===== src/axi_bus_pkg.sv =====
`default_nettype none

package axi_bus_pkg;

    localparam int axi_addr_w = 32;
    localparam int axi_data_w = 32;
    localparam int axi_strb_w = axi_data_w / 8;
    localparam int axi_id_w   = 2;
    localparam int axi_len_w  = 8;    // beats minus one

    typedef enum logic [1:0] {
        burst_fixed = 2'b00,
        burst_incr  = 2'b01,
        burst_wrap  = 2'b10,
        burst_rsvd  = 2'b11
    } burst_t;

    typedef enum logic [1:0] {
        resp_okay   = 2'b00,
        resp_exokay = 2'b01,
        resp_slverr = 2'b10,
        resp_decerr = 2'b11
    } resp_t;

endpackage

`default_nettype wire


===== src/udp_cmd_pkg.sv =====
`default_nettype none

package udp_cmd_pkg;

    localparam logic [7:0] tag_addr_pkt  = 8'h00;
    localparam logic [7:0] tag_data_pkt  = 8'hFF;
    localparam logic [7:0] tag_wr_report = 8'hFF;

    // bit positions inside the first word of a command
    localparam int tag_lsb     = 24;
    localparam int burst_lsb   = 22;
    localparam int id_lsb      = 20;
    localparam int wr_flag_bit = 16;
    localparam int len_lsb     = 8;

    typedef struct packed {
        logic [axi_bus_pkg::axi_id_w-1:0]   id;
        axi_bus_pkg::burst_t                burst;
        logic [axi_bus_pkg::axi_len_w-1:0]  len;
        logic [axi_bus_pkg::axi_addr_w-1:0] addr;
    } wr_cmd_t;

    typedef struct packed {
        logic                               last;
        logic [axi_bus_pkg::axi_data_w-1:0] data;
    } wr_beat_t;

    typedef struct packed {
        logic [7:0]                       tag;
        logic [5:0]                       zero_hi;
        logic [axi_bus_pkg::axi_id_w-1:0] id;
        logic [5:0]                       zero_lo;
        axi_bus_pkg::resp_t               resp;
        logic [7:0]                       zero_byte;
    } report_word_t;

    localparam int cmd_fifo_depth    = 16;
    localparam int beat_fifo_depth   = 256;
    localparam int report_fifo_depth = 16;

    localparam logic [15:0] report_bytes = 16'd4;   // one report word per send

endpackage

`default_nettype wire


===== src/axi_wr_master.sv =====
`timescale 1ns/1ps
`default_nettype none

module axi_wr_master (
    input  logic                               gmii_rx_clk,
    input  logic                               rstn,
    input  udp_cmd_pkg::wr_cmd_t               cmd,
    input  logic                               cmd_empty,
    output logic                               cmd_pop,
    input  udp_cmd_pkg::wr_beat_t              beat,
    input  logic                               beat_empty,
    output logic                               beat_pop,
    output logic [axi_bus_pkg::axi_id_w-1:0]   awid,
    output logic [axi_bus_pkg::axi_addr_w-1:0] awaddr,
    output logic [axi_bus_pkg::axi_len_w-1:0]  awlen,
    output axi_bus_pkg::burst_t                awburst,
    output logic                               awvalid,
    input  logic                               awready,
    output logic [axi_bus_pkg::axi_data_w-1:0] wdata,
    output logic [axi_bus_pkg::axi_strb_w-1:0] wstrb,
    output logic                               wlast,
    output logic                               wvalid,
    input  logic                               wready
);

    import udp_cmd_pkg::*;

    wr_cmd_t  aw_q;     // command on the AW channel
    wr_beat_t w_q;      // beat on the W channel
    logic     aw_load;
    logic     w_load;

    // each stage loads only while idle, so the FIFO head stays put until the handshake
    assign aw_load = !awvalid && !cmd_empty;
    assign w_load  = !wvalid && !beat_empty;

    assign cmd_pop  = awvalid && awready;
    assign beat_pop = wvalid && wready;

    assign awid    = aw_q.id;
    assign awaddr  = aw_q.addr;
    assign awlen   = aw_q.len;
    assign awburst = aw_q.burst;

    assign wdata = w_q.data;
    assign wlast = w_q.last;
    assign wstrb = '1;          // full words only

    always_ff @(posedge gmii_rx_clk) begin
        if (aw_load) begin
            aw_q <= cmd;
        end
        if (w_load) begin
            w_q <= beat;
        end
    end

    // write-address channel
    always_ff @(posedge gmii_rx_clk or negedge rstn) begin
        if (!rstn) begin
            awvalid <= 1'b0;
        end else if (awvalid && awready) begin
            awvalid <= 1'b0;    // popped this cycle, next head seen after
        end else if (aw_load) begin
            awvalid <= 1'b1;
        end
    end

    // write-data channel, independent of AW
    always_ff @(posedge gmii_rx_clk or negedge rstn) begin
        if (!rstn) begin
            wvalid <= 1'b0;
        end else if (wvalid && wready) begin
            wvalid <= 1'b0;
        end else if (w_load) begin
            wvalid <= 1'b1;
        end
    end

endmodule

`default_nettype wire


===== config.mk =====
export PLATFORM = sky130hd
export DESIGN_NAME = axi_wr_master
export DESIGN_NICKNAME = d
export VERILOG_FILES = /design/src/axi_bus_pkg.sv /design/src/udp_cmd_pkg.sv /design/src/axi_wr_master.sv
export SDC_FILE = /design/constraint.sdc
export NUM_CORES = 1
export LEC_CHECK = 0
export ABC_AREA = 1
export BUFFER_PORTS_ARGS = -buffer_cell sky130_fd_sc_hd__buf_2
export CAP_MARGIN = 20
export CORE_MARGIN = 5
export CORE_UTILIZATION = 46
export CTS_BUF_LIST = sky130_fd_sc_hd__clkbuf_8
export DETAILED_ROUTE_END_ITERATION = 10
export MAX_ROUTING_LAYER = met4
export PLACE_DENSITY = 0.87
export SYNTH_ARGS = -nofsm -noshare
export SYNTH_HDL_FRONTEND = slang
export SYNTH_SLANG_ARGS = --single-unit

===== constraint.sdc =====
create_clock -name gmii_rx_clk -period 2.7 [get_ports gmii_rx_clk]
set_input_delay 0 -clock gmii_rx_clk [delete_from_list [all_inputs] [get_ports gmii_rx_clk]]
set_output_delay 0 -clock gmii_rx_clk [all_outputs]
set_load 0.03 [all_outputs]

== Yosys cells after proc, flatten, opt, wreduce, memory -nomap -nowiden ==
Cells that the tools add are included.

* Output and inout bits: 85
* Register bits: 79
* Logic and storage cells: 22
* Bits of input ports: 83

* Mux-type cells: 4
* Reductions and logical operators: 10

{| class="wikitable"
|+ Operators by type and width
! operator !! count
|-
| logical AND 1 bit || 4
|-
| logical NOT 1 bit || 4
|-
| 2-to-1 mux 1 bit || 4
|-
| nonzero test 2 bit || 2
|}

== Logic depth before layout (Yosys ltp) ==
* Word-level depth: 4
* Mapped depth: 3
* Gate-level depth less buffers: 3

== Worst setup path after synthesis ==
Ideal clock, no wire load.

* Path kind: register to register
* Start point: register awvalid
* End point: register aw_q (netlist bit awaddr[0]), enable pin
* Library setup time: 0.398 ns
* Buffers on the path: 0
* Data required time: 2.302 ns
* Stages on the path, launching flop included: 4
* Clock period less this slack: 1.919 ns
* Arrival time: 1.521 ns
* Setup slack: 0.781 ns
* Path through: dfrtp_1 -> inv_1 -> nand2_2 -> inv_1

* Word-level cells in the longest chain between the ends: 2

{| class="wikitable"
|+ Ends and longest elaborated chain
! element !! line !! source
|-
| start: declaration || axi_wr_master.sv:17 || <nowiki>output logic awvalid,</nowiki>
|-
| start signal: assignment || axi_wr_master.sv:61 || <nowiki>awvalid <= 1'b0;</nowiki>
|-
| start signal: assignment || axi_wr_master.sv:63 || <nowiki>awvalid <= 1'b0;</nowiki>
|-
| start signal: assignment || axi_wr_master.sv:65 || <nowiki>awvalid <= 1'b1;</nowiki>
|-
| logical NOT 1 bit || axi_wr_master.sv:34 || <nowiki>assign aw_load = !awvalid && !cmd_empty;</nowiki>
|-
| logical AND 1 bit || axi_wr_master.sv:34 ||
|-
| via aw_load || axi_wr_master.sv:30 || <nowiki>logic aw_load;</nowiki>
|-
| end signal: assignment || axi_wr_master.sv:51 || <nowiki>aw_q <= cmd;</nowiki>
|-
| end: declaration || axi_wr_master.sv:28 || <nowiki>wr_cmd_t aw_q;</nowiki>
|}

The timed path passes the listed nets, and every way through them passes these cells.
A chain may end at the register's enable or synchronous reset.

== Worst setup path in the final report ==
* Start point: register awvalid
* End point: register aw_q (netlist bit awlen[5]), enable pin

Same word-level chain as after synthesis.

==> metrics.md <==
| Metric | Value |
|---|---|
| Gp weighted congestion | 0.815 |
| Core ar. | 0.00517 mm2 |
| Syn avg cell area | 24.3 um2 |
| WL/cell | 17.8 um |
| Grt total ovfl | 0 |
| Cell Count, Final, Fillers Out | 435 |
| Mapped Area | 0.00247 mm2 |
| Setup repair bufs after CTS | 0 |
| Synth Register Bits | 79 |
| Die W | 83.3 um |
| Power Density | 639 mW/mm2 |
| Largest net degree at the start of global routing | 45 |
| DPL Wire Length | 4.41 mm |
| Reg2Reg Setup Slack | 1.30 ns |
| Mapped Cells | 102 |
| # DRC | 0 |
| Die height | 83.3 um |
| Worst VDD drop | 0.489 mV |
| Relative slew slack | 65.5% |
| Register area share after synthesis | 95.5% |
| Ant diodes | 0 |
| Crit end category | register |
| Area Overhead vs Synth | 77.6% |
| CTS HTree Levels | 3 |
| Port Buffers | 163 |
| Crit Path Max Fanout | 44 |
| Die area | 0.00694 mm2 |
| DRT Pass-1 Iters | 4 |
| Final setup viols | 0 |
| Share of layout cells above drive strength 1 | 50.1% |
| Worst slew pin tran | 0.518 ns |
| CP required | 2.67 ns |
| CTS tree | done |
| Clk sinks | 79 |
| Path type of the worst min-delay path | in2reg |
| Post-synthesis cell type count | 8 |
| Total track usage | 23.9% |
| Max Fclk | 0.716 GHz |
| Clk_lat worst skew | 0.34 ns |
| Initial Util | 47.8% |
| Tmin final | 1.40 ns |
| Vias | 1949 |
| FP Rows | 26 |
| Initial antenna violation count | 0 |
| DRT Wirelength | 7.76 mm |
| Drt first-iter violations | 123 |
| Root Driver | clkbuf_8 |
| Worst endpoint data arrival time | 1.37 ns |
| Clock transition at path regs | 0.07 ns |
| Fillcell total | 238 |
| Final Hold Fails | 0 |
| Total Neg Setup Slack | 0 ns |
| Leak Pwr | 1.93 nW |
| Number of instances in the placed design | 336 |
| Clk_skew | 0.00670 ns |
| Unrepaired setup endpoints after global routing | false |
| Status | complete, no violations |
| Reg area | 0.00236 mm2 |
| Final Cycle Share | 51.7% |
| Multi-input gate area | 55.1 um2 |
| Max Transition Viols Final | 0 |
| Antenna Nets Post-Route | 0 |
| YS warnings | 0 |
| Max-cap violations | 0 |
| Crit start category | register |
| Cts bufs inserted | 9 |
| Io pins | 168 |
| Clock buffer depth | 2 |
| Final-stage net count | 443 |
| Vias per cell | 4.48 |
| Critical path type | reg2reg |
| Vias in the first global route | 2156 |
| First-pass GRT wire length | 12.0 mm |
-- placed cells by master (no fill, tap or decap) --
| cell type | instances |
|---|---|
| bufinv_16 | 1 |
| conb_1 | 4 |
| dfrtp_1 | 2 |
| edfxtp_1 | 77 |
| dlygate4sd3_1 | 83 |
| clkinv_1 | 3 |
| nand2_1 | 4 |
| nand2_2 | 4 |
| clkinv_2 | 1 |
| inv_1 | 9 |
| buf_2 | 163 |
| buf_4 | 2 |
| clkinvlp_4 | 3 |
| clkbuf_8 | 9 |
-- state kept, by name, summed over array words and instances, names as in the netlist --
register	cells
wlast	1
wvalid	1
awburst	2
awlen	8
wdata	32
awaddr	32
awid	2
awvalid	1
-- power by group --
| part | switching, mW | total, mW | internal, mW |
|---|---|---|---|
| Combinational | 0.311 | 0.500 | 0.188 |
| Sequential | 0.0272 | 1.48 | 1.46 |
| Clock | 0.404 | 0.822 | 0.419 |
-- area by class of cell --
cell class	count	share of cell area (%)
sequential	79	53.8
timing repair buffer	248	37.8
clock buffer	9	2.82
tap	70	1.99
clock inverter	7	1.48
multi-input combinational	12	1.25
inverter	10	0.854
-- synth_stat cells, drive strengths merged --
master	instances	area, um2
conb	1	3.75
nand2	8	40.0
dfrtp	2	50.1
edfxtp	77	2310
inv	8	30.0
buf	4	30.0
clkinv	2	7.51
-- layer usage --
layer	vias to the layer above	part of all wire, %	track usage (%)
met3	18	9.0	7.82
met5	-	0	-
met2	138	51	39.0
met1	907	38	27.0
li1	886	-	-
met4	0	2.4	10.5
-- final timing paths --
check                          from   endpoint  depth (start not counted)
hold reg to reg              wvalid  wdata[12]                          4
max in group asynchronous      rstn     wvalid                          3
setup reg to reg            awvalid   awlen[5]                          4
min in group asynchronous      rstn    awvalid                          3
hold / removal             beat[21]  wdata[21]                          2
setup / recovery            awvalid   awlen[5]                          4
-- repair_timing --
| item | in CTS | in global routing |
|---|---|---|
| endpoints found under the hold margin | 81 | 0 |
| gates resized for setup | 0 | 0 |
| hold buffers | 83 | 0 |
-- metrics by stage --
stage                     hold WS [ns]  worst slack, ns  power [mW]  cell area (um2)  util (%)
after floorplan                 -0.296            0.781        1.75             2480         -
after global placement          -0.212             1.36        1.89             3370      65.2
after detailed placement        -0.211             1.34        1.90             3370      65.2
after CTS                        0.346             1.33        2.79             4390      84.9
after global routing             0.344             1.24        2.93             4390      84.9
final                            0.371             1.30        2.81             4390      84.9
-- kinds of logic after synthesis --
| group | share of synthesized area, % |
|---|---|
| other | 0.152 |
| AND/OR/NAND/NOR | 1.62 |
| flip-flops | 95.5 |
| buffers and inverters | 2.73 |
-- critical path: stages (launching register included) --
cell     delay (ns)
dfrtp_1        0.41
inv_1          0.08
nand2_2        0.06
inv_1          0.05
buf_4          0.44
Note: power is estimated with default switching activity, not from simulation.
