[config.mk]
export PLATFORM = sky130hd
export DESIGN_NAME = udp_cmd_parser
export DESIGN_NICKNAME = d
export VERILOG_FILES = /design/src/axi_bus_pkg.sv /design/src/udp_cmd_pkg.sv /design/src/udp_cmd_parser.sv
export SDC_FILE = /design/constraint.sdc
export NUM_CORES = 1
export LEC_CHECK = 0
export ABC_AREA = 0
export ABC_CLOCK_PERIOD_IN_PS = 3800
export BUFFER_PORTS_ARGS = -buffer_cell sky130_fd_sc_hd__buf_4
export CORE_ASPECT_RATIO = 1.5
export CORE_MARGIN = 5
export CORE_UTILIZATION = 45
export CTS_CLUSTER_DIAMETER = 80
export CTS_CLUSTER_SIZE = 24
export DETAILED_ROUTE_END_ITERATION = 7
export PLACE_DENSITY = 0.78
export RECOVER_POWER = 50
export REMOVE_ABC_BUFFERS = 1
export SYNTH_ARGS = -nofsm -noshare
export SYNTH_HDL_FRONTEND = slang
export SYNTH_SLANG_ARGS = --single-unit
[constraint.sdc]
create_clock -name gmii_rx_clk -period 3.8 [get_ports gmii_rx_clk]
set_clock_uncertainty 0.1 [all_clocks]
set_input_delay 0.38 -clock gmii_rx_clk [delete_from_list [all_inputs] [get_ports gmii_rx_clk]]
set_output_delay 0.38 -clock gmii_rx_clk [all_outputs]
set_load 0.1 [all_outputs]
[src/axi_bus_pkg.sv]
`default_nettype none

package axi_bus_pkg;

    localparam int axi_addr_w = 32;
    localparam int axi_data_w = 32;
    localparam int axi_strb_w = axi_data_w / 8;
    localparam int axi_id_w   = 2;
    localparam int axi_len_w  = 8;    // beats minus one

    typedef enum logic [1:0] {
        burst_fixed = 2'b00,
        burst_incr  = 2'b01,
        burst_wrap  = 2'b10,
        burst_rsvd  = 2'b11
    } burst_t;

    typedef enum logic [1:0] {
        resp_okay   = 2'b00,
        resp_exokay = 2'b01,
        resp_slverr = 2'b10,
        resp_decerr = 2'b11
    } resp_t;

endpackage

`default_nettype wire

[src/udp_cmd_pkg.sv]
`default_nettype none

package udp_cmd_pkg;

    localparam logic [7:0] tag_addr_pkt  = 8'h00;
    localparam logic [7:0] tag_data_pkt  = 8'hFF;
    localparam logic [7:0] tag_wr_report = 8'hFF;

    // bit positions inside the first word of a command
    localparam int tag_lsb     = 24;
    localparam int burst_lsb   = 22;
    localparam int id_lsb      = 20;
    localparam int wr_flag_bit = 16;
    localparam int len_lsb     = 8;

    typedef struct packed {
        logic [axi_bus_pkg::axi_id_w-1:0]   id;
        axi_bus_pkg::burst_t                burst;
        logic [axi_bus_pkg::axi_len_w-1:0]  len;
        logic [axi_bus_pkg::axi_addr_w-1:0] addr;
    } wr_cmd_t;

    typedef struct packed {
        logic                               last;
        logic [axi_bus_pkg::axi_data_w-1:0] data;
    } wr_beat_t;

    typedef struct packed {
        logic [7:0]                       tag;
        logic [5:0]                       zero_hi;
        logic [axi_bus_pkg::axi_id_w-1:0] id;
        logic [5:0]                       zero_lo;
        axi_bus_pkg::resp_t               resp;
        logic [7:0]                       zero_byte;
    } report_word_t;

    localparam int cmd_fifo_depth    = 16;
    localparam int beat_fifo_depth   = 256;
    localparam int report_fifo_depth = 16;

    localparam logic [15:0] report_bytes = 16'd4;   // one report word per send

endpackage

`default_nettype wire

[src/udp_cmd_parser.sv]
`timescale 1ns/1ps
`default_nettype none

module udp_cmd_parser (
    input  logic                               gmii_rx_clk,
    input  logic                               rstn,
    input  logic                               udp_rx_en,
    input  logic                               udp_rx_done,
    input  logic [axi_bus_pkg::axi_data_w-1:0] udp_rx_data,
    output logic                               cmd_push,
    output udp_cmd_pkg::wr_cmd_t               cmd,
    output logic                               beat_push,
    output udp_cmd_pkg::wr_beat_t              beat
);

    import axi_bus_pkg::*;
    import udp_cmd_pkg::*;

    typedef enum logic [1:0] {
        st_idle,
        st_addr_first,
        st_addr_second,
        st_data
    } state_t;

    state_t                state;
    logic [axi_data_w-1:0] first_word;      // packet header or first command word
    logic                  first_is_write;
    logic                  keep_beats;

    assign first_is_write = (first_word[tag_lsb +: 8] == tag_addr_pkt) &&
                            first_word[wr_flag_bit];

    // unknown tags also pass through st_data, but nothing is forwarded
    assign keep_beats = (first_word[tag_lsb +: 8] == tag_data_pkt);

    assign beat_push = (state == st_data) && keep_beats && udp_rx_en;
    assign beat      = '{last: udp_rx_done, data: udp_rx_data};

    always_ff @(posedge gmii_rx_clk) begin
        if (udp_rx_en && (state == st_idle || state == st_addr_first)) begin
            first_word <= udp_rx_data;
        end
        if (udp_rx_en && state == st_addr_second) begin
            cmd.id    <= first_word[id_lsb +: axi_id_w];
            cmd.burst <= burst_t'(first_word[burst_lsb +: 2]);
            cmd.len   <= first_word[len_lsb +: axi_len_w];
            cmd.addr  <= udp_rx_data;       // second word is the address
        end
    end

    always_ff @(posedge gmii_rx_clk or negedge rstn) begin
        if (!rstn) begin
            state    <= st_idle;
            cmd_push <= 1'b0;
        end else begin
            cmd_push <= 1'b0;
            if (udp_rx_en) begin
                case (state)
                    st_idle: begin
                        if (!udp_rx_done) begin
                            if (udp_rx_data[tag_lsb +: 8] == tag_addr_pkt) begin
                                state <= st_addr_second;
                            end else begin
                                state <= st_data;
                            end
                        end
                    end
                    st_addr_first: begin
                        state <= udp_rx_done ? st_idle : st_addr_second;
                    end
                    st_addr_second: begin
                        cmd_push <= first_is_write;     // read commands go nowhere
                        state    <= udp_rx_done ? st_idle : st_addr_first;
                    end
                    st_data: begin
                        if (udp_rx_done) begin
                            state <= st_idle;
                        end
                    end
                    default: state <= st_idle;
                endcase
            end
        end
    end

endmodule

`default_nettype wire

Word-level counts from Yosys, hierarchy flattened
Cells that the tools add are included.
{"block": "word_totals", "ram_bits": 0, "latch_bits": 0, "input_bits": 36, "n_memories": 0, "rom_bits": 0, "reg_bits": 79}
{"block": "op_classes", "n_div": 0, "magnitude_cmp": 0, "shift": 0, "n_bitwise": 0, "add_sub_neg": 0, "n_reduce_logical": 10, "n_eq_ne": 6, "n_mul": 0, "n_mux": 8}
{"operator": "$logic_not A8 Y1", "count": 2}
{"operator": "$eq A8 B8 Y1 const B", "count": 1}
{"operator": "$pmux W2 S4", "count": 1}
{"operator": "$mux W2", "count": 3}
{"operator": "$logic_and A1 B1 Y1", "count": 5}
{"operator": "$eq A2 B2 Y1 const B", "count": 2}
{"operator": "$mux W1", "count": 4}
{"operator": "$ne A2 B2 Y1 const B", "count": 2}
{"operator": "$reduce_and A3 Y1", "count": 1}
{"operator": "$eq A2 B1 Y1 const B", "count": 1}
{"operator": "$logic_not A2 Y1", "count": 1}
{"operator": "$logic_or A1 B1 Y1", "count": 1}

Depth between registers and ports, before layout
{"block": "logic_depth", "ltp_word": 4, "depth_mapped": 3}

Worst setup path before layout
OpenSTA, ideal clock, no wires.
{"block": "synth_path", "path_kind": "input to output", "from": "input port udp_rx_en", "to": "output port beat_push", "path_stages": 2, "path_slack_ns": -0.082, "arrival_time_ns": 3.402, "path_cell_list": "nand2_1 -> nor4_1"}
{"block": "synth_between", "elab_chain_len": 1}
{"element": "start, declared", "line": "udp_cmd_parser.sv:7", "rtl": "input logic udp_rx_en,"}
{"element": "$logic_and A1 B1 Y1", "line": "udp_cmd_parser.sv:37", "rtl": "assign beat_push = (state == st_data) && keep_beats && udp_rx_en;"}
{"element": "end, declared", "line": "udp_cmd_parser.sv:12", "rtl": "output logic beat_push,"}
No other way between the ends.

Final worst setup path
{"block": "layout_path", "from": "register state[1]", "to": "output port beat_push"}
{"block": "layout_between", "elab_chain_len": 3}
{"element": "start, declared", "line": "udp_cmd_parser.sv:26", "rtl": "state_t state;"}
{"element": "start signal, assigned", "line": "udp_cmd_parser.sv:54", "rtl": "state <= st_idle;"}
{"element": "start signal, assigned", "line": "udp_cmd_parser.sv:63", "rtl": "state <= st_addr_second;"}
{"element": "start signal, assigned", "line": "udp_cmd_parser.sv:65", "rtl": "state <= st_data;"}
{"element": "$eq A2 B2 Y1", "line": "udp_cmd_parser.sv:37"}
{"element": "$logic_and A1 B1 Y1 (2 in a row)", "line": "udp_cmd_parser.sv:37"}
No other way between the ends.

==> metrics <==
peak supply drop 259 uV; largest fanout on the critical path 4; Die Y-Extent 99.4 um; critical path launch point type flop; clk buf depth 2; GR Util All Layers 12.9%; DIE AREA 6920 sq um; synth-to-layout area growth 27.1%; clk root buf clkbuf_8; WL per Instance 15.3 um; dpl hpwl 3360 um; gr ovfl total 0; Comb power frac approximately 24%; Fillers approximately 450; Synth top cells by count 65 x edfxtp_1, 33 x buf_4, 3 x dfrtp_1; Fin. Hold Viols 0; most frequent cell after synthesis edfxtp_1; R2R cell count 2; Hold Path Stages 1; pwr/cell area approximately 620 nW/um^2; largest net degree at the start of global routing between 40 and 50; status finished clean; post-place setup slack roughly 1.8 ns; post-route setup slack 1.81 ns; worst-margin pin slew 1.22 ns; CTS tree built; unrepaired setup endpoints after global routing false; Via density 4.51; Yosys cell types 20; CP max-delay cell dfrtp_1; final worst-path cycle share between 50% and 60%; Nets 249; worst hold start udp_rx_data[19]; HP Class primary input to flop; flops & latches, synth 68; Internal 1.25 mW; Synth area leader edfxtp_1; diode count 0; Reg-to-Reg Start state[1]; share of post-route cells with drive strength above 1 30.3%; Hold WS 0.162 ns; minimum clock period 1.99 ns; core area 5160 sq um; final core utilization 59.0%; port buffer count roughly 110; post-cts resize count 0; Power Total approximately 1.9 mW; cell count after synthesis 120; dominant cells by area after synthesis edfxtp_1 81%, buf_4 10%, dfrtp_1 3.1%, or4_1 0.63%, mux2_2 0.47%; Post-DRT Antenna Nets 0; Reg area 2030 sq um; Die X 69.6 um; Synth Flop Type edfxtp_1; Critical Path RT 3.32 ns; # Max-Cap Violations 0; WHS Endpoint cmd[19]; row count 32; Worst slew margin about a fifth; Async S/R FF share, synth under 10%; r2r endpoint cmd[31]; initial core utilization 46.4%; first-pass iteration count of the detailed router 4; synthesized area per cell about 20 sq um; Clock transition at path regs ~0.060 ns; final setup violation count 0; TritonCTS Sinks 68; H-tree depth 3; Slew Viols, Final 0; setup tns final 0 ns; Placed Instances 269; design area between 3000 and 4000 sq um; crit path kind flop to output pin; Ys Warns 0; clock share of power between 20 and 30%; switching share of power approximately 34%; DRC 0; initial antenna violation count 0; reg-to-reg slack, setup 1.87 ns; GPL Wtd Cong 0.737; CP endpoint kind output pin; CP Cell Sequence nand2_1 > nor4_1 > buf_4; final WL roughly 4400 um; Cell Area, Synth 2400 sq um; NetSw ~0.65 mW; initial DRC count 29; io pins 115; multi-input logic area between 100 and 150 sq um; Achievable Freq 0.501 GHz; via count 1,291; vias in the first global route between 1k and 1.5k; Clock Latency Late Sink 0.33 ns; Post-Layout Cell Count 286; leakage between 1 and 1.5 nW; global-route wire length before repair 6710 um; register share of total power between 40% and 50%; max incr delay on CP 0.40 ns; number of flops mapped to enable cells by yosys 65; post-synth top area share 81.4%; CTS buffer count 9; placed instance area 3100 sq um; register area share after synthesis 84.6%; critical path arrival between 1.5 and 2 ns
## worst max-delay path: cells and delay by family (launching register included)
family / cells / cell delay [ns]
buffers and inverters: 1 / 0.34
flip-flops: 1 / 0.40
AND/OR/NAND/NOR: 2 / 0.44
## cell type report
cell class | count | share of cell area, %
flip-flops and latches | 68 | 66.5
repair buffers | 115 | 20.3
multi-input cells | 18 | 4.23
clock buffers | 11 | 4.31
clock inverters | 5 | 1.72
well taps | 68 | 2.79
inverters | 1 | 0.123
## placed cells by master, fill, tap and decap left out, drive strengths merged, types with 2 or more instances in the layout
master	instances
nand2	2
dfrtp	3
buf	44
clkbuf	81
nor3	2
edfxtp	65
or4	2
clkinv	3
## routing by layer
metal  track usage, %  wire [um]
met1             12.6       1660
met4             6.32         74
met3             7.38        522
met2             21.7       2130
met5                0          0
## registers in the layout, indices dropped and copies added, names as in the netlist
name	flops
cmd	44
first_word	21
state	2
cmd_push	1
## worst max path at each step
stage,depth (start not counted),from,end,slack [ns]
2_1_floorplan,2,udp_rx_en,beat_push,-0.08
3_3_place_gp,3,udp_rx_en,cmd[15],1.81
3_5_place_dp,3,udp_rx_en,cmd[13],1.78
4_1_cts,3,state[1],beat_push,1.80
5_1_grt,3,state[1],beat_push,1.66
6_report,3,state[1],beat_push,1.81
## power groups by stage
stage	Sequential [mW]	Clock [mW]	Combinational [mW]
3_3_place_gp	0.923	0	0.490
5_1_grt	0.914	0.580	0.472
4_1_cts	0.909	0.547	0.494
3_5_place_dp	0.924	0	0.493
2_1_floorplan	1.13	0	0.0292
6_report	0.908	0.532	0.458
## kinds of logic (layout without fill, tap and decap cells)
logic type             after synthesis  count (layout)  synth area share (%)
buffers and inverters               34             132                  10.5
flip-flops                          68              68                  84.6
AO/OA/AOI/OAI                        3               3                 0.783
AND/OR/NAND/NOR                     14              14                  3.71
multiplexers                         1               1                 0.470
## repair_timing
item                                   4_1_cts  5_1_grt
hold buffers                                 1        0
endpoints found under the hold margin        3        0
buffers inserted                             0        0
Power figures use the tool's default switching activity.
