$ cat src/sync_fifo.sv
`timescale 1ns/1ps
`default_nettype none

module sync_fifo #(
    parameter type payload_t = logic [31:0],
    parameter int  depth     = 16
) (
    input  logic     gmii_rx_clk,
    input  logic     rstn,
    input  logic     push,
    input  payload_t wr_data,
    input  logic     pop,
    output payload_t rd_data,
    output logic     empty,
    output logic     full
);

    localparam int ptr_w = (depth > 1) ? $clog2(depth) : 1;
    localparam int cnt_w = $clog2(depth + 1);

    payload_t         mem [depth];
    logic [ptr_w-1:0] wr_ptr;
    logic [ptr_w-1:0] rd_ptr;
    logic [cnt_w-1:0] count;
    logic             do_push;
    logic             do_pop;

    function automatic logic [ptr_w-1:0] next_ptr(input logic [ptr_w-1:0] p);
        return (p == ptr_w'(depth - 1)) ? '0 : p + 1'b1;   // wrap for any depth
    endfunction

    assign do_push = push && !full;     // drop when full
    assign do_pop  = pop && !empty;
    assign empty   = (count == '0);
    assign full    = (count == cnt_w'(depth));
    assign rd_data = mem[rd_ptr];       // head shows ahead of pop

    always_ff @(posedge gmii_rx_clk) begin
        if (do_push) begin
            mem[wr_ptr] <= wr_data;
        end
    end

    always_ff @(posedge gmii_rx_clk or negedge rstn) begin
        if (!rstn) begin
            wr_ptr <= '0;
            rd_ptr <= '0;
            count  <= '0;
        end else begin
            if (do_push) begin
                wr_ptr <= next_ptr(wr_ptr);
            end
            if (do_pop) begin
                rd_ptr <= next_ptr(rd_ptr);
            end
            case ({do_push, do_pop})
                2'b10:   count <= count + 1'b1;
                2'b01:   count <= count - 1'b1;
                default: ;                      // none, or both at once
            endcase
        end
    end

endmodule

`default_nettype wire

$ cat config.mk
export PLATFORM = sky130hd
export DESIGN_NAME = sync_fifo
export DESIGN_NICKNAME = d
export VERILOG_FILES = /design/src/sync_fifo.sv
export SDC_FILE = /design/constraint.sdc
export NUM_CORES = 1
export LEC_CHECK = 0
export ABC_AREA = 1
export CAP_MARGIN = 20
export CORE_MARGIN = 3
export CORE_UTILIZATION = 52
export CTS_CLUSTER_DIAMETER = 150
export DETAILED_ROUTE_END_ITERATION = 8
export DONT_BUFFER_PORTS = 1
export PLACE_DENSITY = 0.7
export SLEW_MARGIN = 5
export SYNTH_ARGS = -nofsm -noshare
export SYNTH_HDL_FRONTEND = slang
export SYNTH_SLANG_ARGS = --single-unit
$ cat constraint.sdc
create_clock -name gmii_rx_clk -period 2.75 [get_ports gmii_rx_clk]
set_input_delay 0.1375 -clock gmii_rx_clk [delete_from_list [all_inputs] [get_ports gmii_rx_clk]]
set_output_delay 0.1375 -clock gmii_rx_clk [all_outputs]
set_load 0.005 [all_outputs]
# ---- Yosys cells after proc, flatten, opt, wreduce, memory -nomap -nowiden
# Memory sizes are Yosys's and may differ from the RTL's.
# Cells that the tools add are included.
# Widths: inputs -> output; s select.
dict set report classes {
  n_addsub 4
  n_eq_ne 5
  mux 5
  reduce_logical 6
}
# operator n
set ops {}
lappend ops {{$pmux 5 s2} 1}
lappend ops {{$add 4x1->4 const B} 2}
lappend ops {{$eq 4x4->1 const B} 2}
lappend ops {{$mux 4} 2}
lappend ops {{$add 5x1->5 const B} 1}
lappend ops {{$eq 5x5->1 const B} 1}
lappend ops {{$logic_not 5->1} 1}
lappend ops {{$sub 5x1->5 const B} 1}
lappend ops {{$eq 2x1->1 const B} 1}
lappend ops {{$eq 2x2->1 const B} 1}
lappend ops {{$logic_and 1x1->1} 2}
lappend ops {{$logic_not 1->1} 2}
lappend ops {{$mux 1} 2}
lappend ops {{$reduce_bool 2->1} 1}
dict set report totals {
  register_bits 13
  mem_bits_rw 512
  word_cells 24
  memories 1
}
# memory depth word_bits read_ports rd_clocked_by_memory_dff wr line
set mem_list {}
lappend mem_list {mem 16 32 1 0 1 21} ;# payload_t mem [depth];

# ---- Logic depth before layout (Yosys ltp)
# Gate-level depths: netlist of the first run.
dict set report logic_depth {
  ltp_word 5
  mapped_depth 13
}

# ---- Worst setup path before layout of the first run
# OpenSTA, ideal clock, no wires.
dict set report synth_timing {
  path_type {register to register}
  startpoint {register count[0]}
  endpoint {memory mem[0][0] in the netlist's numbering (enable)}
  setup_time_ns 0.421
  arrival_time_ns 2.337
  slack_ns -0.008
  stages_incl_launch_ff 7
  synth_period_minus_slack_ns 2.758
  path_cell_list {dfrtp_1 -> inv_1 -> nand4_1 -> nand2_1 -> inv_1 -> nand2_1 -> nor2_1}
}
dict set report synth_between {
  elab_chain_cells 5
}
# element line
set synth_lines {}
lappend synth_lines {{start, declared} 24} ;# logic [cnt_w-1:0] count;
lappend synth_lines {{start signal, assigned} 57} ;# 2'b10: count <= count + 1'b1;
lappend synth_lines {{start signal, assigned} 58} ;# 2'b01: count <= count - 1'b1;
lappend synth_lines {{$eq 5x5->1} 35} ;# assign full = (count == cnt_w'(depth));
lappend synth_lines {{$logic_not 1->1} 32} ;# assign do_push = push && !full;
lappend synth_lines {{$logic_and 1x1->1} 32}
lappend synth_lines {{$mux 1} 39} ;# if (do_push) begin
lappend synth_lines {{$mux 1 (implied by the code)} 40} ;# mem[wr_ptr] <= wr_data;
lappend synth_lines {{end, declared} 21}
# Every way passes these cells.

==> impl_metrics.env, run 1 <==
export IMPL_vias=15400
export IMPL_place_ws_ps=393
export IMPL_critPathSlowestCell="dfrtp_4"
export IMPL_grt_start_max_net_pins=163
export IMPL_dp_cells=2841
export IMPL_tns_ps=0
export IMPL_crit_fanout=50
export IMPL_cts_buffers=52
export IMPL_place_congestion=0.856
export IMPL_antenna_found_initial=5
export IMPL_end_kind="output port"
export IMPL_cp_required_ps=2610
export IMPL_synth_warnings=0
export IMPL_leakage_nw=11.5
export IMPL_drt_iter0_markers=1515
export IMPL_track_usage=0.226
export IMPL_grt_pass1_wl_mm=82.5
export IMPL_dieArea_um2=47100
export IMPL_hold_class="in -> reg"
export IMPL_cts_tree="built"
export IMPL_place_area_um2=24000
export IMPL_period_share=0.939
export IMPL_dpl_hpwl_mm=28.8
export IMPL_final_nets=2394
export IMPL_worst_slew_pin_slew_ps=775
export IMPL_finalHoldViolCount=0
export IMPL_ys_types=22
export IMPL_layout_drive_gt1_share=0.0587
export IMPL_finalSetupViolCount=0
export IMPL_synthCells=2311
export IMPL_max_freq_mhz=387
export IMPL_clk_latency_ps=590
export IMPL_critPathKind="reg -> out"
export IMPL_status="finished clean"
export IMPL_cap_viol_max_count=0
export IMPL_ys_flop_type="edfxtp_1"
export IMPL_nFillCells=3531
export IMPL_fin_ws_ps=167
export IMPL_htree_levels=2
export IMPL_overflow=0
export IMPL_fin_crit_ps=2580
export IMPL_cp_arrival_ps=2450
export IMPL_fin_util=0.597
export IMPL_rows=76
export IMPL_vias_per_cell=5.19
export IMPL_firstDrtPassIters=7
export IMPL_async_flop_share=0.0248
export IMPL_wl_mm=53.7
export IMPL_rsz0062_at_grt="false"
export IMPL_drtAntennaViolNets=0
export IMPL_clock_tree_root_cell="clkbuf_16"
export IMPL_finalInstanceArea_um2=26000
export IMPL_first_global_vias=15000
export IMPL_path_cells="clkinv_8 -> buf_4 -> nand2_1 -> nand3_1 -> nand3_1 -> nand3_1 -> nand2_1"
export IMPL_remaining_drc_errors=0
export IMPL_syn_nets=2357
export IMPL_synth_avg_cell_area_um2=10.0
export IMPL_area_delta_synth_final_pct=12.3
export IMPL_power_per_cell_area_nw_per_um2=958
export IMPL_slew_violations=0
export IMPL_synth_seq_cells=525
export IMPL_finClkSkew_ps=12.1
export IMPL_max_stage_delay_ps=610
export IMPL_ios=70
export IMPL_crit_family="simple AND/OR/NAND/NOR gates"
export IMPL_synth_edf_count=512
export IMPL_clock_path_buffers=3
export IMPL_fp_dieW_um=217
export IMPL_core_area_um2=43600
export IMPL_port_buffers=0
export IMPL_ir_drop_v=0.000686
export IMPL_start_util=0.532
export IMPL_path_clk_slew_ps=60
export IMPL_fp_dieH_um=217
export IMPL_path_buf_inv=2
export IMPL_timing_slew_headroom=0.483
export IMPL_stdcell_count=2973
export IMPL_cp_start_kind="register"
export IMPL_crit_path_frequent_cell="nand3_1"
export IMPL_syn_area_um2=23200
export IMPL_routedWlPerCell_um=18.1
export IMPL_cts_sinks=525
export IMPL_ys_seq_area_frac=0.678
## cells in the mapped netlist (2+ instances only)
cell,count,area share
dfrtp_1,13,0.014
inv_2,2,0.00032
buf_2,45,0.0097
xnor2_1,3,0.0011
o21ai_0,9,0.0019
buf_4,32,0.010
nand2_1,806,0.13
buf_6,3,0.0015
inv_1,496,0.080
buf_1,10,0.0016
nand4_1,3,0.00081
clkbuf_1,12,0.0019
nand3_1,330,0.071
ha_1,9,0.0049
nor2_1,20,0.0032
edfxtp_1,512,0.66
## per-layer routing
layer	up-vias	wire [µm]	track usage
met1	7388	22600	0.308
met3	116	4420	0.0547
li1	7341	-	-
met4	6	1540	0.0785
met2	572	25000	0.360
met5	-	28	0
## final cells by class
cell class	count	area, µm²	area share
diodes	2	5.00	0.000193
clock buffers	65	1370	0.0527
clock inverters	27	199	0.00765
inverters	499	1890	0.0726
multi-input cells	1185	5130	0.197
flip-flops and latches	525	15700	0.604
well taps	585	732	0.0282
repair buffers	85	966	0.0372
## registers in the layout, summed over array words and instances (netlist names)
name    cells
count       5
mem       512
rd_ptr      4
wr_ptr      4
## path summary, 6_finish.rpt
check	startpoint	to	slack, ps	cells past startpoint
worst min-delay path	pop	rd_ptr[3]	400	4
min in group asynchronous	rstn	count[2]	570	2
worst max-delay path	rd_ptr[0]	rd_data[11]	170	7
worst min register to register	rd_ptr[3]	rd_ptr[3]	540	2
worst max register to register	count[1]	count[4]	350	10
max in group asynchronous	rstn	rd_ptr[1]	1710	2
## where the power goes
| group | internal, W | leakage [nW] | switching, W |
|---|---|---|---|
| Clock | 0.00379 | 0.766 | 0.00287 |
| Combinational | 0.00243 | 5.93 | 0.00594 |
| Sequential | 0.00955 | 4.78 | 0.000345 |
## cell usage in the layout (no fill, tap or decap), types with 9 or more instances in the layout
master and n:
inv_1 495, buf_12 16, ha_1 9, buf_4 31
clkinv_2 9, dfrtp_1 10, clkbuf_16 54, clkbuf_1 12
dlygate4sd3_1 36, edfxtp_1 512, clkinv_1 14, nor2_4 17
o21ai_0 9, nand2_1 806, nand3_1 330
## timing repair
action                                  CTS  global route
endpoints found under the hold margin   532             0
setup buffers                             0             1
endpoints found under the setup margin    0            19
gates resized for setup                   0             2
hold buffers                             36             0
## worst register-to-register path: cells and delay by family (launching register included)
family        cells  cell delay (ps)
fa+ha+maj         2              660
flops             1              430
simple gates      8             1200
## per-stage QoR
step           power, W  hold slack, ps
5_1_grt          0.0263             413
3_5_place_dp     0.0181            -157
2_1_floorplan    0.0157            -158
6_report         0.0249             405
4_1_cts          0.0249             343
3_3_place_gp     0.0179            -157
## cell families (layout without fill, tap and decap cells)
family	after synthesis	in the layout	synth area share
compound gates	10	10	0.00216
flops	525	525	0.678
simple gates	1161	1161	0.207
other cells	0	2	0
xor+xnor	4	4	0.00151
fa+ha+maj	10	10	0.00573
buf+inv	601	676	0.106
Note: power is estimated with default switching activity, not from simulation.
==> inputs of run 2 (changes only) <==
--- a/config.mk
+++ b/config.mk
@@ -7,12 +7,15 @@
 export LEC_CHECK = 0
 export ABC_AREA = 1
 export CAP_MARGIN = 20
+export CELL_PAD_IN_SITES_DETAIL_PLACEMENT = 1
+export CELL_PAD_IN_SITES_GLOBAL_PLACEMENT = 1
 export CORE_MARGIN = 3
-export CORE_UTILIZATION = 52
+export CORE_UTILIZATION = 46
 export CTS_CLUSTER_DIAMETER = 150
 export DETAILED_ROUTE_END_ITERATION = 8
 export DONT_BUFFER_PORTS = 1
-export PLACE_DENSITY = 0.7
+export MAX_ROUTING_LAYER = met4
+export PLACE_DENSITY_LB_ADDON = 0.1
 export SLEW_MARGIN = 5
 export SYNTH_ARGS = -nofsm -noshare
 export SYNTH_HDL_FRONTEND = slang
==> run 2 against run 1 <==
Register-to-register slack got worse by 50 ps. Utilization decreased by 6.4 points. Final area increased by 1.3%. Sequential share of layout area decreased by 0.75 points. Largest power group unchanged. Cell count increased by 3.1%. Fmax decreased by 0.39%. Global-route usage increased by 1.7 points. Non-clock buffer count decreased by 1. Clock skew decreased by 1.2 ps. Power increased by 4.1%. First-iteration DRC count decreased by 33%.
==> impl_metrics.env, run 2 (same netlist as run 1, synthesis figures left out) <==
export IMPL_status="finished clean"
export IMPL_critPathSlowestCell="dfrtp_4"
export IMPL_tns_ps=0
export IMPL_cp_num_cells=6
export IMPL_place_congestion=0.815
export IMPL_nFillCells=5387
export IMPL_end_kind="output port"
export IMPL_first_global_vias=16400
export IMPL_fp_dieW_um=230
export IMPL_final_nets=2397
export IMPL_path_buf_inv=2
export IMPL_fin_util=0.533
export IMPL_cp_start_kind="register"
export IMPL_max_stage_delay_ps=600
export IMPL_remaining_drc_errors=0
export IMPL_finalSetupViolCount=0
export IMPL_ir_drop_v=0.000797
export IMPL_drt_iter0_markers=1011
export IMPL_vias=15500
export IMPL_wl_mm=61.7
export IMPL_crit_path_frequent_cell="nand3_1"
export IMPL_timing_slew_headroom=0.432
export IMPL_path_cells="inv_4 -> buf_4 -> nand3_1 -> nand3_1 -> nand3_1 -> nand2_1"
export IMPL_hold_class="in -> reg"
export IMPL_cts_tree="built"
export IMPL_critPathCapture="rd_data[19]"
export IMPL_path_clk_slew_ps=60
export IMPL_overflow=0
export IMPL_firstDrtPassIters=5
export IMPL_worstReg2RegStart="count[1]"
export IMPL_r2r_cells=9
export IMPL_crit_fanout=20
export IMPL_total_power_w=0.0259
export IMPL_reg_top3="mem (512), count (5)"
export IMPL_worst_slew_pin_slew_ps=852
export IMPL_fin_ws_ps=157
export IMPL_finClkSkew_ps=10.9
export IMPL_clk_latency_ps=600
export IMPL_critPathKind="reg -> out"
export IMPL_antenna_found_initial=4
export IMPL_max_freq_mhz=386
export IMPL_drtAntennaViolNets=0
export IMPL_area_delta_synth_final_pct=13.7
export IMPL_track_usage=0.243
export IMPL_cts_sinks=525
export IMPL_clock_path_buffers=3
export IMPL_power_per_cell_area_nw_per_um2=985
export IMPL_leakage_nw=11.6
export IMPL_dieArea_um2=53100
export IMPL_rrSetupSlack_ps=300
export IMPL_stdcell_count=3064
export IMPL_cp_arrival_ps=2460
export IMPL_rows=81
export IMPL_grt_start_max_net_pins=160
export IMPL_startpoint="rd_ptr[1]"
export IMPL_dpl_hpwl_mm=36.2
export IMPL_rsz0062_at_grt="false"
export IMPL_fp_dieH_um=230
export IMPL_vias_per_cell=5.07
export IMPL_layout_drive_gt1_share=0.0605
export IMPL_rr_endpoint="count[3]"
export IMPL_cap_viol_max_count=0
export IMPL_dp_cells=2921
export IMPL_ios=70
export IMPL_final_common_cell="nand2_1"
export IMPL_crit_family="simple AND/OR/NAND/NOR gates"
export IMPL_largest_register_ffs=512
export IMPL_place_ws_ps=323
export IMPL_final_cell_mix="nand2_1 (805), edfxtp_1 (512), inv_1 (493)"
export IMPL_grt_pass1_wl_mm=95.9
export IMPL_htree_levels=2
export IMPL_core_area_um2=49400
export IMPL_cts_buffers=56
export IMPL_port_buffers=0
export IMPL_cp_required_ps=2610
export IMPL_fin_crit_ps=2590
export IMPL_period_share=0.943
export IMPL_routedWlPerCell_um=20.1
export IMPL_clock_tree_root_cell="clkbuf_16"
export IMPL_regMostFlops="mem"
export IMPL_finalHoldViolCount=0
export IMPL_start_util=0.469
export IMPL_slew_violations=0
export IMPL_post_cts_buffers=0
-- run 2: what timing repair did --
item | CTS | global route
resized for setup | 0 | 5
hold buffers | 36 | 0
endpoints found under the hold margin | 532 | 0
endpoints found under the setup margin | 0 | 4
-- run 2: power breakdown --
group / internal (W) / switching, W / total, W
sequential: 0.00955 / 0.000329 / 0.00988
clock: 0.00436 / 0.00301 / 0.00737
combinational: 0.00246 / 0.00622 / 0.00868
-- run 2: through the flow --
stage / area [µm²] / hold slack [ps]
global placement: 24200 / -157
floorplan: 23200 / -158
finish: 26300 / 353
detailed placement: 24200 / -157
CTS: 26300 / 316
global route: 26300 / 355
-- run 2: how the worst min path moves through the flow --
stage	start	to	slack, ps	cells past startpoint
3_5_place_dp	rstn	count[0]	-160	0
5_1_grt	pop	rd_ptr[3]	350	4
2_1_floorplan	rstn	count[0]	-160	0
4_1_cts	pop	rd_ptr[3]	320	4
3_3_place_gp	rstn	count[0]	-160	0
6_report	pop	rd_ptr[3]	350	4
-- run 2: routing by layer --
metal	track usage	vias to the layer above	routed length, µm
li1	-	7375	-
met1	0.325	7796	27800
met2	0.392	272	29600
met3	0.0413	91	2810
met4	0.0610	0	1430
met5	-	-	0
-- run 2: final cells by class --
| type | count | area [µm²] | share of cell area |
|---|---|---|---|
| Clock inverter | 29 | 273 | 0.0104 |
| Antenna cell | 3 | 7.51 | 0.000285 |
| Sequential cell | 525 | 15700 | 0.597 |
| Clock buffer | 75 | 1500 | 0.0571 |
| Tap cell | 664 | 831 | 0.0316 |
| Inverter | 499 | 1890 | 0.0717 |
| Timing Repair Buffer | 84 | 982 | 0.0373 |
| Multi-Input combinational cell | 1185 | 5130 | 0.195 |
-- run 2: worst min-delay path, cell delays in order --
cell	delay [ps]
dlygate4sd3_1	530
nand2_1	120
nand2_1	80
nand2_1	50
